--- src/rtl/cache_macros.svh ---
`ifndef CACHE_MACROS_SVH
`define CACHE_MACROS_SVH

// Processor data word width
`define CACHE_WORD_W 16

// Byte address width
`define CACHE_ADDR_W 16

// Line geometry, the same for both caches
`define CACHE_LINE_WORDS 8
`define CACHE_LINES 16

`endif

--- src/rtl/cache_pkg.sv ---
`include "cache_macros.svh"

package cache_pkg;

    //////////////////////////////
    // Address layout
    //////////////////////////////

    // One byte address, seen either flat or split for a direct-mapped lookup
    typedef union packed {
        logic [`CACHE_ADDR_W-1:0] raw;
        struct packed {
            logic [7:0] tag;
            logic [3:0] index;
            logic [2:0] word;
            logic       byte_sel;
        } fields;
    } addr_u;

    //////////////////////////////
    // Refill controller
    //////////////////////////////

    typedef enum logic [1:0] {
        FILL_IDLE = 2'b00,
        FILL_I    = 2'b01,
        FILL_D    = 2'b10
    } fill_state_e;

endpackage

--- src/rtl/fill_if.sv ---
`timescale 1ns/1ps
`include "cache_macros.svh"

interface fill_if;

    // Cache to controller
    logic                      miss;
    cache_pkg::addr_u          miss_addr;

    // Controller to cache
    logic [`CACHE_WORD_W-1:0]  fill_data;
    logic [2:0]                fill_word;
    logic                      fill_we;
    logic                      fill_tag_we;

    modport cache (
        output miss, miss_addr,
        input  fill_data, fill_word, fill_we, fill_tag_we
    );

    modport ctrl (
        input  miss, miss_addr,
        output fill_data, fill_word, fill_we, fill_tag_we
    );

endinterface

--- src/rtl/fill_beat_counter.sv ---
`timescale 1ns/1ps

module fill_beat_counter (
    input  logic       clk,
    input  logic       rst_n,
    input  logic       clr,
    input  logic       req_inc,
    input  logic       rsp_inc,
    output logic [2:0] req_idx,
    output logic [2:0] rsp_idx,
    output logic       req_done,
    output logic       rsp_last
);

    // Top bit of the request count marks all eight issued
    logic [3:0] req_cnt;
    logic [2:0] rsp_cnt;

    always_ff @(posedge clk or negedge rst_n) begin
        if (!rst_n) begin
            req_cnt <= '0;
        end else if (clr) begin
            req_cnt <= '0;
        end else if (req_inc) begin
            req_cnt <= req_cnt + 4'd1;
        end
    end

    // Responses wrap at eight, the FSM leaves on the last one
    always_ff @(posedge clk or negedge rst_n) begin
        if (!rst_n) begin
            rsp_cnt <= '0;
        end else if (clr) begin
            rsp_cnt <= '0;
        end else if (rsp_inc) begin
            rsp_cnt <= rsp_cnt + 3'd1;
        end
    end

    assign req_idx  = req_cnt[2:0];
    assign req_done = req_cnt[3];
    assign rsp_idx  = rsp_cnt;
    assign rsp_last = (rsp_cnt == 3'd7);

endmodule

--- src/rtl/fill_fsm.sv ---
`timescale 1ns/1ps
`include "cache_macros.svh"

module fill_fsm (
    input  logic                     clk,
    input  logic                     rst_n,
    fill_if.ctrl                     icache,
    fill_if.ctrl                     dcache,
    input  logic                     mem_ready,
    input  logic                     mem_valid,
    input  logic [`CACHE_WORD_W-1:0] mem_rdata,
    input  logic                     req_done,
    input  logic                     rsp_last,
    input  logic [2:0]               req_idx,
    input  logic [2:0]               rsp_idx,
    output logic                     mem_en,
    output logic [`CACHE_ADDR_W-1:0] mem_addr,
    output logic                     beat_clr,
    output logic                     req_inc,
    output logic                     rsp_inc,
    output logic                     fill_busy
);

    cache_pkg::fill_state_e state;
    cache_pkg::fill_state_e state_nxt;
    cache_pkg::addr_u       base;
    cache_pkg::addr_u       req_addr;
    logic                   last_beat;
    logic                   fill_i;
    logic                   fill_d;

    //////////////////////////////
    // State register
    //////////////////////////////

    always_ff @(posedge clk or negedge rst_n) begin
        if (!rst_n) begin
            state <= cache_pkg::FILL_IDLE;
        end else begin
            state <= state_nxt;
        end
    end

    assign fill_i    = (state == cache_pkg::FILL_I);
    assign fill_d    = (state == cache_pkg::FILL_D);
    assign fill_busy = (state != cache_pkg::FILL_IDLE);
    assign last_beat = mem_valid && rsp_last;

    // Instruction misses win, a pending data miss follows directly
    always_comb begin
        state_nxt = state;
        case (state)
            cache_pkg::FILL_IDLE: begin
                if (icache.miss) begin
                    state_nxt = cache_pkg::FILL_I;
                end else if (dcache.miss) begin
                    state_nxt = cache_pkg::FILL_D;
                end
            end
            cache_pkg::FILL_I: begin
                if (last_beat) begin
                    state_nxt = dcache.miss ? cache_pkg::FILL_D : cache_pkg::FILL_IDLE;
                end
            end
            default: begin
                if (last_beat) begin
                    state_nxt = cache_pkg::FILL_IDLE;
                end
            end
        endcase
    end

    assign beat_clr = (state_nxt != state);

    // Block base taken from whichever miss starts the next fill
    always_ff @(posedge clk) begin
        if (beat_clr && state_nxt != cache_pkg::FILL_IDLE) begin
            base <= (state_nxt == cache_pkg::FILL_I) ? icache.miss_addr : dcache.miss_addr;
        end
    end

    //////////////////////////////
    // Memory request side
    //////////////////////////////

    always_comb begin
        req_addr                 = base;
        req_addr.fields.word     = req_idx;
        req_addr.fields.byte_sel = 1'b0;
    end

    assign mem_addr = req_addr.raw;
    assign mem_en   = fill_busy && !req_done;
    assign req_inc  = mem_en && mem_ready;
    assign rsp_inc  = fill_busy && mem_valid;

    //////////////////////////////
    // Array write steering
    //////////////////////////////

    assign icache.fill_data   = fill_i ? mem_rdata : '0;
    assign icache.fill_word   = fill_i ? rsp_idx : 3'd0;
    assign icache.fill_we     = fill_i && mem_valid;
    assign icache.fill_tag_we = fill_i && last_beat;

    assign dcache.fill_data   = fill_d ? mem_rdata : '0;
    assign dcache.fill_word   = fill_d ? rsp_idx : 3'd0;
    assign dcache.fill_we     = fill_d && mem_valid;
    assign dcache.fill_tag_we = fill_d && last_beat;

endmodule

--- src/rtl/cache_array.sv ---
`timescale 1ns/1ps
`include "cache_macros.svh"

module cache_array (
    input  logic                     clk,
    input  logic                     rst_n,
    fill_if.cache                    fill,
    input  logic                     rd,
    input  logic                     wr,
    input  logic [`CACHE_ADDR_W-1:0] addr,
    input  logic [`CACHE_WORD_W-1:0] wdata,
    output logic [`CACHE_WORD_W-1:0] rdata,
    output logic                     ready
);

    cache_pkg::addr_u         a;
    logic [7:0]               tag_mem [`CACHE_LINES];
    logic [`CACHE_LINES-1:0]  valid;
    logic [`CACHE_WORD_W-1:0] data_mem [`CACHE_LINES*`CACHE_LINE_WORDS];
    logic                     req;
    logic                     hit;
    logic [6:0]               rd_slot;
    logic [6:0]               fill_slot;

    assign a.raw = addr;
    assign req   = rd || wr;

    //////////////////////////////
    // Lookup
    //////////////////////////////

    assign hit     = valid[a.fields.index] && (tag_mem[a.fields.index] == a.fields.tag);
    assign rd_slot = {a.fields.index, a.fields.word};

    // Same-cycle answer on a hit
    assign ready = req && hit;
    assign rdata = data_mem[rd_slot];

    assign fill.miss      = req && !hit;
    assign fill.miss_addr = a;

    //////////////////////////////
    // Storage updates
    //////////////////////////////

    // Line stays put while the processor holds its request
    assign fill_slot = {a.fields.index, fill.fill_word};

    always_ff @(posedge clk) begin
        if (fill.fill_we) begin
            data_mem[fill_slot] <= fill.fill_data;
        end else if (wr && hit) begin
            data_mem[rd_slot] <= wdata;
        end
    end

    always_ff @(posedge clk) begin
        if (fill.fill_tag_we) begin
            tag_mem[a.fields.index] <= a.fields.tag;
        end
    end

    // Valid bit set with the tag, on the last refill word
    always_ff @(posedge clk or negedge rst_n) begin
        if (!rst_n) begin
            valid <= '0;
        end else if (fill.fill_tag_we) begin
            valid[a.fields.index] <= 1'b1;
        end
    end

endmodule

--- src/rtl/cache_top.sv ---
`timescale 1ns/1ps
`include "cache_macros.svh"

module cache_top (
    input  logic                     clk,
    input  logic                     rst_n,

    // Fetch port
    input  logic                     if_req,
    input  logic [`CACHE_ADDR_W-1:0] if_addr,
    output logic [`CACHE_WORD_W-1:0] if_rdata,
    output logic                     if_ready,

    // Data port
    input  logic                     dm_rd,
    input  logic                     dm_wr,
    input  logic [`CACHE_ADDR_W-1:0] dm_addr,
    input  logic [`CACHE_WORD_W-1:0] dm_wdata,
    output logic [`CACHE_WORD_W-1:0] dm_rdata,
    output logic                     dm_ready,

    // External memory
    output logic                     mem_en,
    output logic [`CACHE_ADDR_W-1:0] mem_addr,
    input  logic                     mem_ready,
    input  logic                     mem_valid,
    input  logic [`CACHE_WORD_W-1:0] mem_rdata,

    output logic                     fill_busy
);

    logic       beat_clr;
    logic       req_inc;
    logic       rsp_inc;
    logic       req_done;
    logic       rsp_last;
    logic [2:0] req_idx;
    logic [2:0] rsp_idx;

    fill_if icache_fill ();
    fill_if dcache_fill ();

    //////////////////////////////
    // Caches
    //////////////////////////////

    // Instruction side never stores
    cache_array icache (
        .clk   (clk),
        .rst_n (rst_n),
        .fill  (icache_fill.cache),
        .rd    (if_req),
        .wr    (1'b0),
        .addr  (if_addr),
        .wdata ('0),
        .rdata (if_rdata),
        .ready (if_ready)
    );

    cache_array dcache (
        .clk   (clk),
        .rst_n (rst_n),
        .fill  (dcache_fill.cache),
        .rd    (dm_rd),
        .wr    (dm_wr),
        .addr  (dm_addr),
        .wdata (dm_wdata),
        .rdata (dm_rdata),
        .ready (dm_ready)
    );

    //////////////////////////////
    // Refill control
    //////////////////////////////

    fill_fsm fill_ctrl (
        .clk       (clk),
        .rst_n     (rst_n),
        .icache    (icache_fill.ctrl),
        .dcache    (dcache_fill.ctrl),
        .mem_ready (mem_ready),
        .mem_valid (mem_valid),
        .mem_rdata (mem_rdata),
        .req_done  (req_done),
        .rsp_last  (rsp_last),
        .req_idx   (req_idx),
        .rsp_idx   (rsp_idx),
        .mem_en    (mem_en),
        .mem_addr  (mem_addr),
        .beat_clr  (beat_clr),
        .req_inc   (req_inc),
        .rsp_inc   (rsp_inc),
        .fill_busy (fill_busy)
    );

    fill_beat_counter beat_cnt (
        .clk      (clk),
        .rst_n    (rst_n),
        .clr      (beat_clr),
        .req_inc  (req_inc),
        .rsp_inc  (rsp_inc),
        .req_idx  (req_idx),
        .rsp_idx  (rsp_idx),
        .req_done (req_done),
        .rsp_last (rsp_last)
    );

endmodule

--- config.mk ---
export PLATFORM = sky130hd
export DESIGN_NAME = cache_top
export DESIGN_NICKNAME = d
export VERILOG_FILES = /design/src/rtl/cache_pkg.sv /design/src/rtl/fill_if.sv /design/src/rtl/fill_beat_counter.sv /design/src/rtl/fill_fsm.sv /design/src/rtl/cache_array.sv /design/src/rtl/cache_top.sv
export VERILOG_INCLUDE_DIRS = /design/src /design/src/rtl
export SDC_FILE = /design/constraint.sdc
export NUM_CORES = 2
export LEC_CHECK = 0
export ABC_AREA = 1
export BUFFER_PORTS_ARGS = -buffer_cell sky130_fd_sc_hd__buf_2
export CAP_MARGIN = 20
export CORE_MARGIN = 1
export CORE_UTILIZATION = 40
export DETAILED_ROUTE_END_ITERATION = 10
export PLACE_DENSITY = 0.64
export SYNTH_ARGS = -nofsm -noshare
export SYNTH_HDL_FRONTEND = slang
export SYNTH_MEMORY_MAX_BITS = 65536
export SYNTH_SLANG_ARGS = --single-unit
--- constraint.sdc ---
create_clock -name clk -period 9.42 [get_ports clk]
set_clock_uncertainty 0.05 [all_clocks]
set_input_delay 2.826 -clock clk [delete_from_list [all_inputs] [get_ports clk]]
set_output_delay 2.826 -clock clk [all_outputs]
set_load 0.02 [all_outputs]
# After elaboration in Yosys (flattened, before gate mapping)
# Memories as Yosys holds them, arrays and structs flattened.
# Index checks and enable logic that the tools add are counted.
dict set report word_totals {
  mem_bits_rw 4352
  n_memories 4
  register_bits 57
  output_inout_bits 52
}
dict set report op_classes {
  mux 37
  eq_ne 7
  n_bitwise 2
  reduce_logical 28
  addsub 2
  n_lt_le_gt_ge 4
}
# memory depth word_bits rd rd_ports_with_merged_regs write_ports line
set memory_table {}
lappend memory_table {dcache.data_mem 128 16 1 0 1 cache_array.sv:19} ;# logic [`CACHE_WORD_W-1:0] data_mem [`CACHE_LINES*`CACHE_LINE_WORDS];
lappend memory_table {icache.data_mem 128 16 1 0 1 cache_array.sv:19}
lappend memory_table {dcache.tag_mem 16 8 1 0 1 cache_array.sv:17} ;# logic [7:0] tag_mem [`CACHE_LINES];
lappend memory_table {icache.tag_mem 16 8 1 0 1 cache_array.sv:17}
# op count
set ops {}
lappend ops {{two-way mux 16 bit} 4}
lappend ops {{bitwise OR 16 bit} 2}
lappend ops {{logical AND 1 bit} 18}
lappend ops {{== test 8 bit} 2}
lappend ops {{two-way mux 1 bit} 16}
lappend ops {{OR reduction 16 bit} 1}
lappend ops {{two-way mux 3 bit} 4}
lappend ops {{< comparator 4 x 5 -> 1 bit (second input constant)} 2}
lappend ops {{two-way mux 2 bit} 5}
lappend ops {{binary-select mux 1 bit (select 4 bit)} 2}
lappend ops {{demux 1 bit (select 4 bit)} 2}
lappend ops {{>= comparator 4 x 1 -> 1 bit (second input constant)} 2}
lappend ops {{two-way mux 4 bit} 2}
lappend ops {{nonzero test 2 bit} 4}
lappend ops {{two-way mux 7 bit} 1}
lappend ops {{adder 4 x 1 -> 4 bit (second input constant)} 1}
lappend ops {{== test 2 x 1 -> 1 bit (second input constant)} 2}
lappend ops {{one-hot mux 2 bit (2 select lines)} 1}
lappend ops {{adder 3 x 1 -> 3 bit (second input constant)} 1}
lappend ops {{== test 3 bit (second input constant)} 1}
lappend ops {{zero test 1 bit} 3}
lappend ops {{== test 2 bit (second input constant)} 1}
lappend ops {{zero test 2 bit} 1}
lappend ops {{inequality test 2 bit} 1}
lappend ops {{logical OR 1 bit} 1}

# Longest topological paths before layout
dict set report logic_depth {
  depth_word 10
  mapped_depth 22
  depth_no_buf 20
}

# Hierarchy
# From an unflattened synthesis, not the netlist that was laid out.
dict set report hier_totals {
  hier_cells 12838
  hier_area_um2 173722.9
}
# mod seq_area_each_um2 cells_per_inst area_each_um2 instances
set modules_own_cells {}
lappend modules_own_cells {cache_array 65743.1 6323 86168.9 2}
lappend modules_own_cells {fill_fsm 410.4 154 1044.8 1}
lappend modules_own_cells {fill_beat_counter 175.2 37 336.6 1}
lappend modules_own_cells {cache_top 0.0 1 3.8 1}

# Worst setup path before layout
# Ideal clock, no wire load.
dict set report synth_path {
  kind {input to register}
  from {in dm_addr[5]}
  to {mem dcache.data_mem[0][10] (netlist bit) (data pin)}
  arrival_ns 9.637
  required_ns 8.142
  path_slack_ns -1.495
  setup_time_ns 1.228
  path_buffers 4
  cell_stages 17
  cell_sequence {buf_6 > inv_4 > nor2_2 > buf_6 > buf_2 > a22oi_1 > nand2_1 > nand2_1 > nand2_1 > o21ai_0 > nand2_1 > nand2_1 > nor2_1 > nand4_1 > inv_1 > buf_1 > o31ai_1}
}
dict set report synth_via {
  elab_chain_len 9
}
# element line
set synth_lines {}
lappend synth_lines {{start, declared} cache_top.sv:17} ;# input logic [`CACHE_ADDR_W-1:0] dm_addr,
lappend synth_lines {{memory read (16 x 8 bit) or binary-select mux 1 bit (select 4 bit) (tied branches)} --}
lappend synth_lines {{== test 8 bit or two-way mux 1 bit (tied branches)} cache_array.sv:32} ;# assign hit = valid[a.fields.index] && (tag_mem[a.fields.index] == a.fields.tag);
lappend synth_lines {{logical AND 1 bit *} cache_array.sv:32}
lappend synth_lines {{logical AND 1 bit *} cache_array.sv:52} ;# end else if (wr && hit) begin
lappend synth_lines {{two-way mux 1 bit *} cache_array.sv:52}
lappend synth_lines {{two-way mux 1 bit *} cache_array.sv:50} ;# if (fill.fill_we) begin
lappend synth_lines {{two-way mux 1 bit (not written as such) *} cache_array.sv:53} ;# data_mem[rd_slot] <= wdata;
lappend synth_lines {{OR reduction 16 bit (no source line) *} --}
lappend synth_lines {{two-way mux 16 bit (no source line) *} --}
lappend synth_lines {{end, declared} cache_array.sv:19}
# Every way passes the cells marked *; elsewhere a longest branch is shown, timed or not. The select of a mux whose other input is x is not followed.

# Final worst setup path
dict set report layout_path {
  from {in dm_addr[1]}
  to {out dm_rdata[9]}
}
dict set report layout_via {
  elab_chain_len 1
}
# element line
set layout_lines {}
lappend layout_lines {{memory read (128 x 16 bit)} --}
lappend layout_lines {{end, declared} cache_top.sv:19} ;# output logic [`CACHE_WORD_W-1:0] dm_rdata,
# No other way between the ends.

==> impl_metrics.tcl <==
set metrics [dict create \
    status "complete, no violations" \
    hold_path_startpoint "icache.valid[11]$_DFFE_PN0P_" \
    drt_first_iter_violations 12300 \
    cap_violations 0 \
    crit_required_ns 6.54 \
    critical_r2r_capture "dcache.data_mem[41][5]$_DFFE_PP_" \
    die_height_um 660 \
    slew_headroom_pct 23.8 \
    yosys_warnings 0 \
    final_net_count 12100 \
    hold_path.class "register to register" \
    core_area_um2 431000 \
    global_route.usage.total_pct 21.1 \
    cts_num_sinks 4405 \
    postCtsHoldBufs 0 \
    cts_post_setup_buffers_inserted 0 \
    ff_to_ff_start "fill_ctrl.state[1]$_DFF_PN0_" \
    timing.critical_path.to_type "primary output" \
    yosys.area.top_type_share_pct 75.7 \
    effective_utilization_at_floorplan_pct 40.2 \
    drv_slew 0 \
    power-per-cell-area_nw_per_um2 221 \
    synth_top_cells_by_count "edfxtp_1 (4364), nor2_1 (1927), o21ai_0 (1103), mux2i_1 (748), o221ai_1 (747)" \
    number_of_enable_type_register_cells_in_the_synthesized_netlist 4364 \
    post-synth-top-area-cell "edfxtp_1" \
    post_synth_main_area_contributors "edfxtp_1 (76%), mux2i_1 (4.3%), nor2_1 (4.2%)" \
    detailed_place_hpwl_um 278000 \
    timing_hold_violations_final 0 \
    post_drt_via_cell_ratio 5.76 \
    hold_path_depth 2 \
    period_minus_slack_ns 9.03 \
    syn_area_per_cell_um2 14.8 \
    endpoint_of_the_worst_hold_timing_path "icache.valid[11]$_DFFE_PN0P_" \
    yosysUniqueCellTypes 45 \
    reg2reg_setup_slack_ns 4.61 \
    fp-row-count 241 \
    post_cts_resized 0 \
    first_global_vias 98300 \
    routabilityCongestion 0.863 \
    drt_pass_1_iters 6 \
    rsz0062_at_grt "no" \
    worst_slew_pin_slew_ns 1.14 \
    cell_area_after_synthesis_um2 173000 \
    fillers 36800 \
    top_level_ports 123 \
    vias 104000 \
    final_layout_size_suffix_gt1_share_pct 12.0 \
    start_kind "input port" \
    grt_start_max_net_pins 129 \
    yosys_most_used_dff "edfxtp_1" \
    rr_worst_depth 13 \
    critical_path_arrival_ns 6.16 \
    critical_path_peak_fanout 39 \
    setup-violations-final 0 \
    synth.net_count 11700 \
    worst_skew_pair.late_latency_ns 0.97 \
    routed_wirelength_um 473000 \
    netlist_instances 11700 \
    clk_slew_on_worst_s_h_paths_ns 0.07 \
    dieArea_um2 435000 \
    area_growth_syn_to_layout_pct 14.1 \
    synth.ff_latch_count 4405 \
    drt-wirelength-per-cell_um 26.1 \
    antenna_violating_nets_left 0 \
    grt_util_met1_pct 28.6 \
    clock_tree.root_cell "clkbuf_16" \
    total_area_of_sequential_cells_um2 132000 \
    synth_most_common_cell "edfxtp_1" \
    port-buffer-count 119 \
    finalPower_mw 43.6 \
    gr-total-overflow 0 \
    grt_use_met3_pct 3.24 \
    h-tree-depth 5 \
    cts_tree "yes" \
    detail_route.drc_violations 0 \
    yosysSeqAreaShare_pct 76.3 \
    multi_input_area_um2 37700 \
    grt_first_pass_wirelength_um 683000 \
    cts_buffers 432 \
    power.leakage_nw 65.0 \
    die_w_um 660 \
    worst_setup_path_type "input port to primary output" \
    global_route_met2_utilization_pct 34.5 \
    setup_ws_ns 0.387 \
    grt_antenna_before_repair 21 \
    cts-root-to-sink-buffers 4 \
    max_freq_ghz 0.111 \
    ir_drop_v 0.000198 \
    fin_crit_sh_pct 95.9 \
    synth-async-reset-ratio_pct 0.931 \
    dp_slack_ns 0.540 \
    grt.busiest_layer "met2" \
]
## how the worst max path moves through the flow
stage	from	to	slack, ns	cells after the start
2_1_floorplan	dm_addr[5]	dcache.data_mem[0][10]$_DFFE_PP_	-1.50	17
3_3_place_gp	if_addr[1]	if_rdata[9]	0.55	11
3_5_place_dp	dm_addr[1]	dm_rdata[9]	0.54	12
4_1_cts	dm_addr[1]	dm_rdata[9]	0.54	12
5_1_grt	if_addr[1]	if_rdata[9]	0.39	11
6_report	dm_addr[1]	dm_rdata[9]	0.39	12
## layer usage
layer,part of all wire [%],vias to the layer above
met5,0.0055,-
met4,4.0,4
met3,8.0,760
met2,48,4408
met1,40,53100
li1,-,46100
## stage by stage
stage	hold WS [ns]	instance area, um^2	util [%]	cells	TNS, ns
finish	0.408	198000	45.8	18100	0
global placement	0.388	184000	42.8	17300	0
floorplan	0.374	173000	-	11700	-3005.95
CTS	0.410	197000	45.8	18100	0
global route	0.426	198000	45.8	18100	0
detailed placement	0.393	184000	42.8	17300	0
## report_power, final
part           internal [mW]  switching (mW)
logic                  0.862            3.60
registers               22.9          0.0539
clock network           8.92            7.29
## cell usage in the layout (no fill, tap or decap), drive strengths merged, types with 21 or more instances in the layout
master	synthesis	final
edfxtp	4364	4364
nor2	1933	1933
o21ai	1111	1111
buf	202	788
mux2i	748	748
o221ai	747	747
nand2	664	664
clkbuf	652	541
o32ai	277	277
o211ai	277	277
nand3	264	264
clkinv	4	228
inv	97	111
nand4	90	90
dfrtp	41	41
nor3	39	39
a41oi	26	26
or2	23	23
a21oi	21	21
a22oi	21	21
## sequential cells by signal, summed over array words and instances, names as in the netlist
name              cells
icache.tag_mem      128
dcache.tag_mem      128
dcache.data_mem    2048
beat_cnt.req_cnt      4
beat_cnt.rsp_idx      3
icache.valid         16
icache.data_mem    2048
fill_ctrl.base       12
fill_ctrl.state       2
dcache.valid         16
## worst max-delay path: stages
cell and delay (ns):
buf_8 0.29, inv_8 0.25, buf_12 0.26, buf_4 0.21, nor2_1 0.11, o221ai_1 0.21, nand3_1 0.26, nand4_1 0.44
a21oi_1 0.62, o21ai_0 0.18, buf_4 0.19, buf_2 0.16
## final cells by class
cell class	instances	area share, %
inverter	101	0.210
clock buffer	541	5.73
clock inverter	255	0.924
antenna	5	0.00633
multi-input combinational	6312	19.1
tap	5710	3.62
sequential	4405	66.9
timing repair buffer	788	3.53
## kinds of logic (layout without fill, tap and decap cells)
| kind of cell | count (synthesis) | in the layout | share of synthesized area (%) |
|---|---|---|---|
| fa+ha+maj | 3 | 3 | 0.0217 |
| other cells | 1 | 6 | 0.00217 |
| flops | 4405 | 4405 | 76.3 |
| xor+xnor | 3 | 3 | 0.0152 |
| compound gates | 2543 | 2543 | 10.2 |
| mux | 748 | 748 | 4.32 |
| buf+inv | 955 | 1685 | 2.15 |
| simple gates | 3014 | 3014 | 7.02 |
No activity file was read; power rests on OpenSTA's default activity.
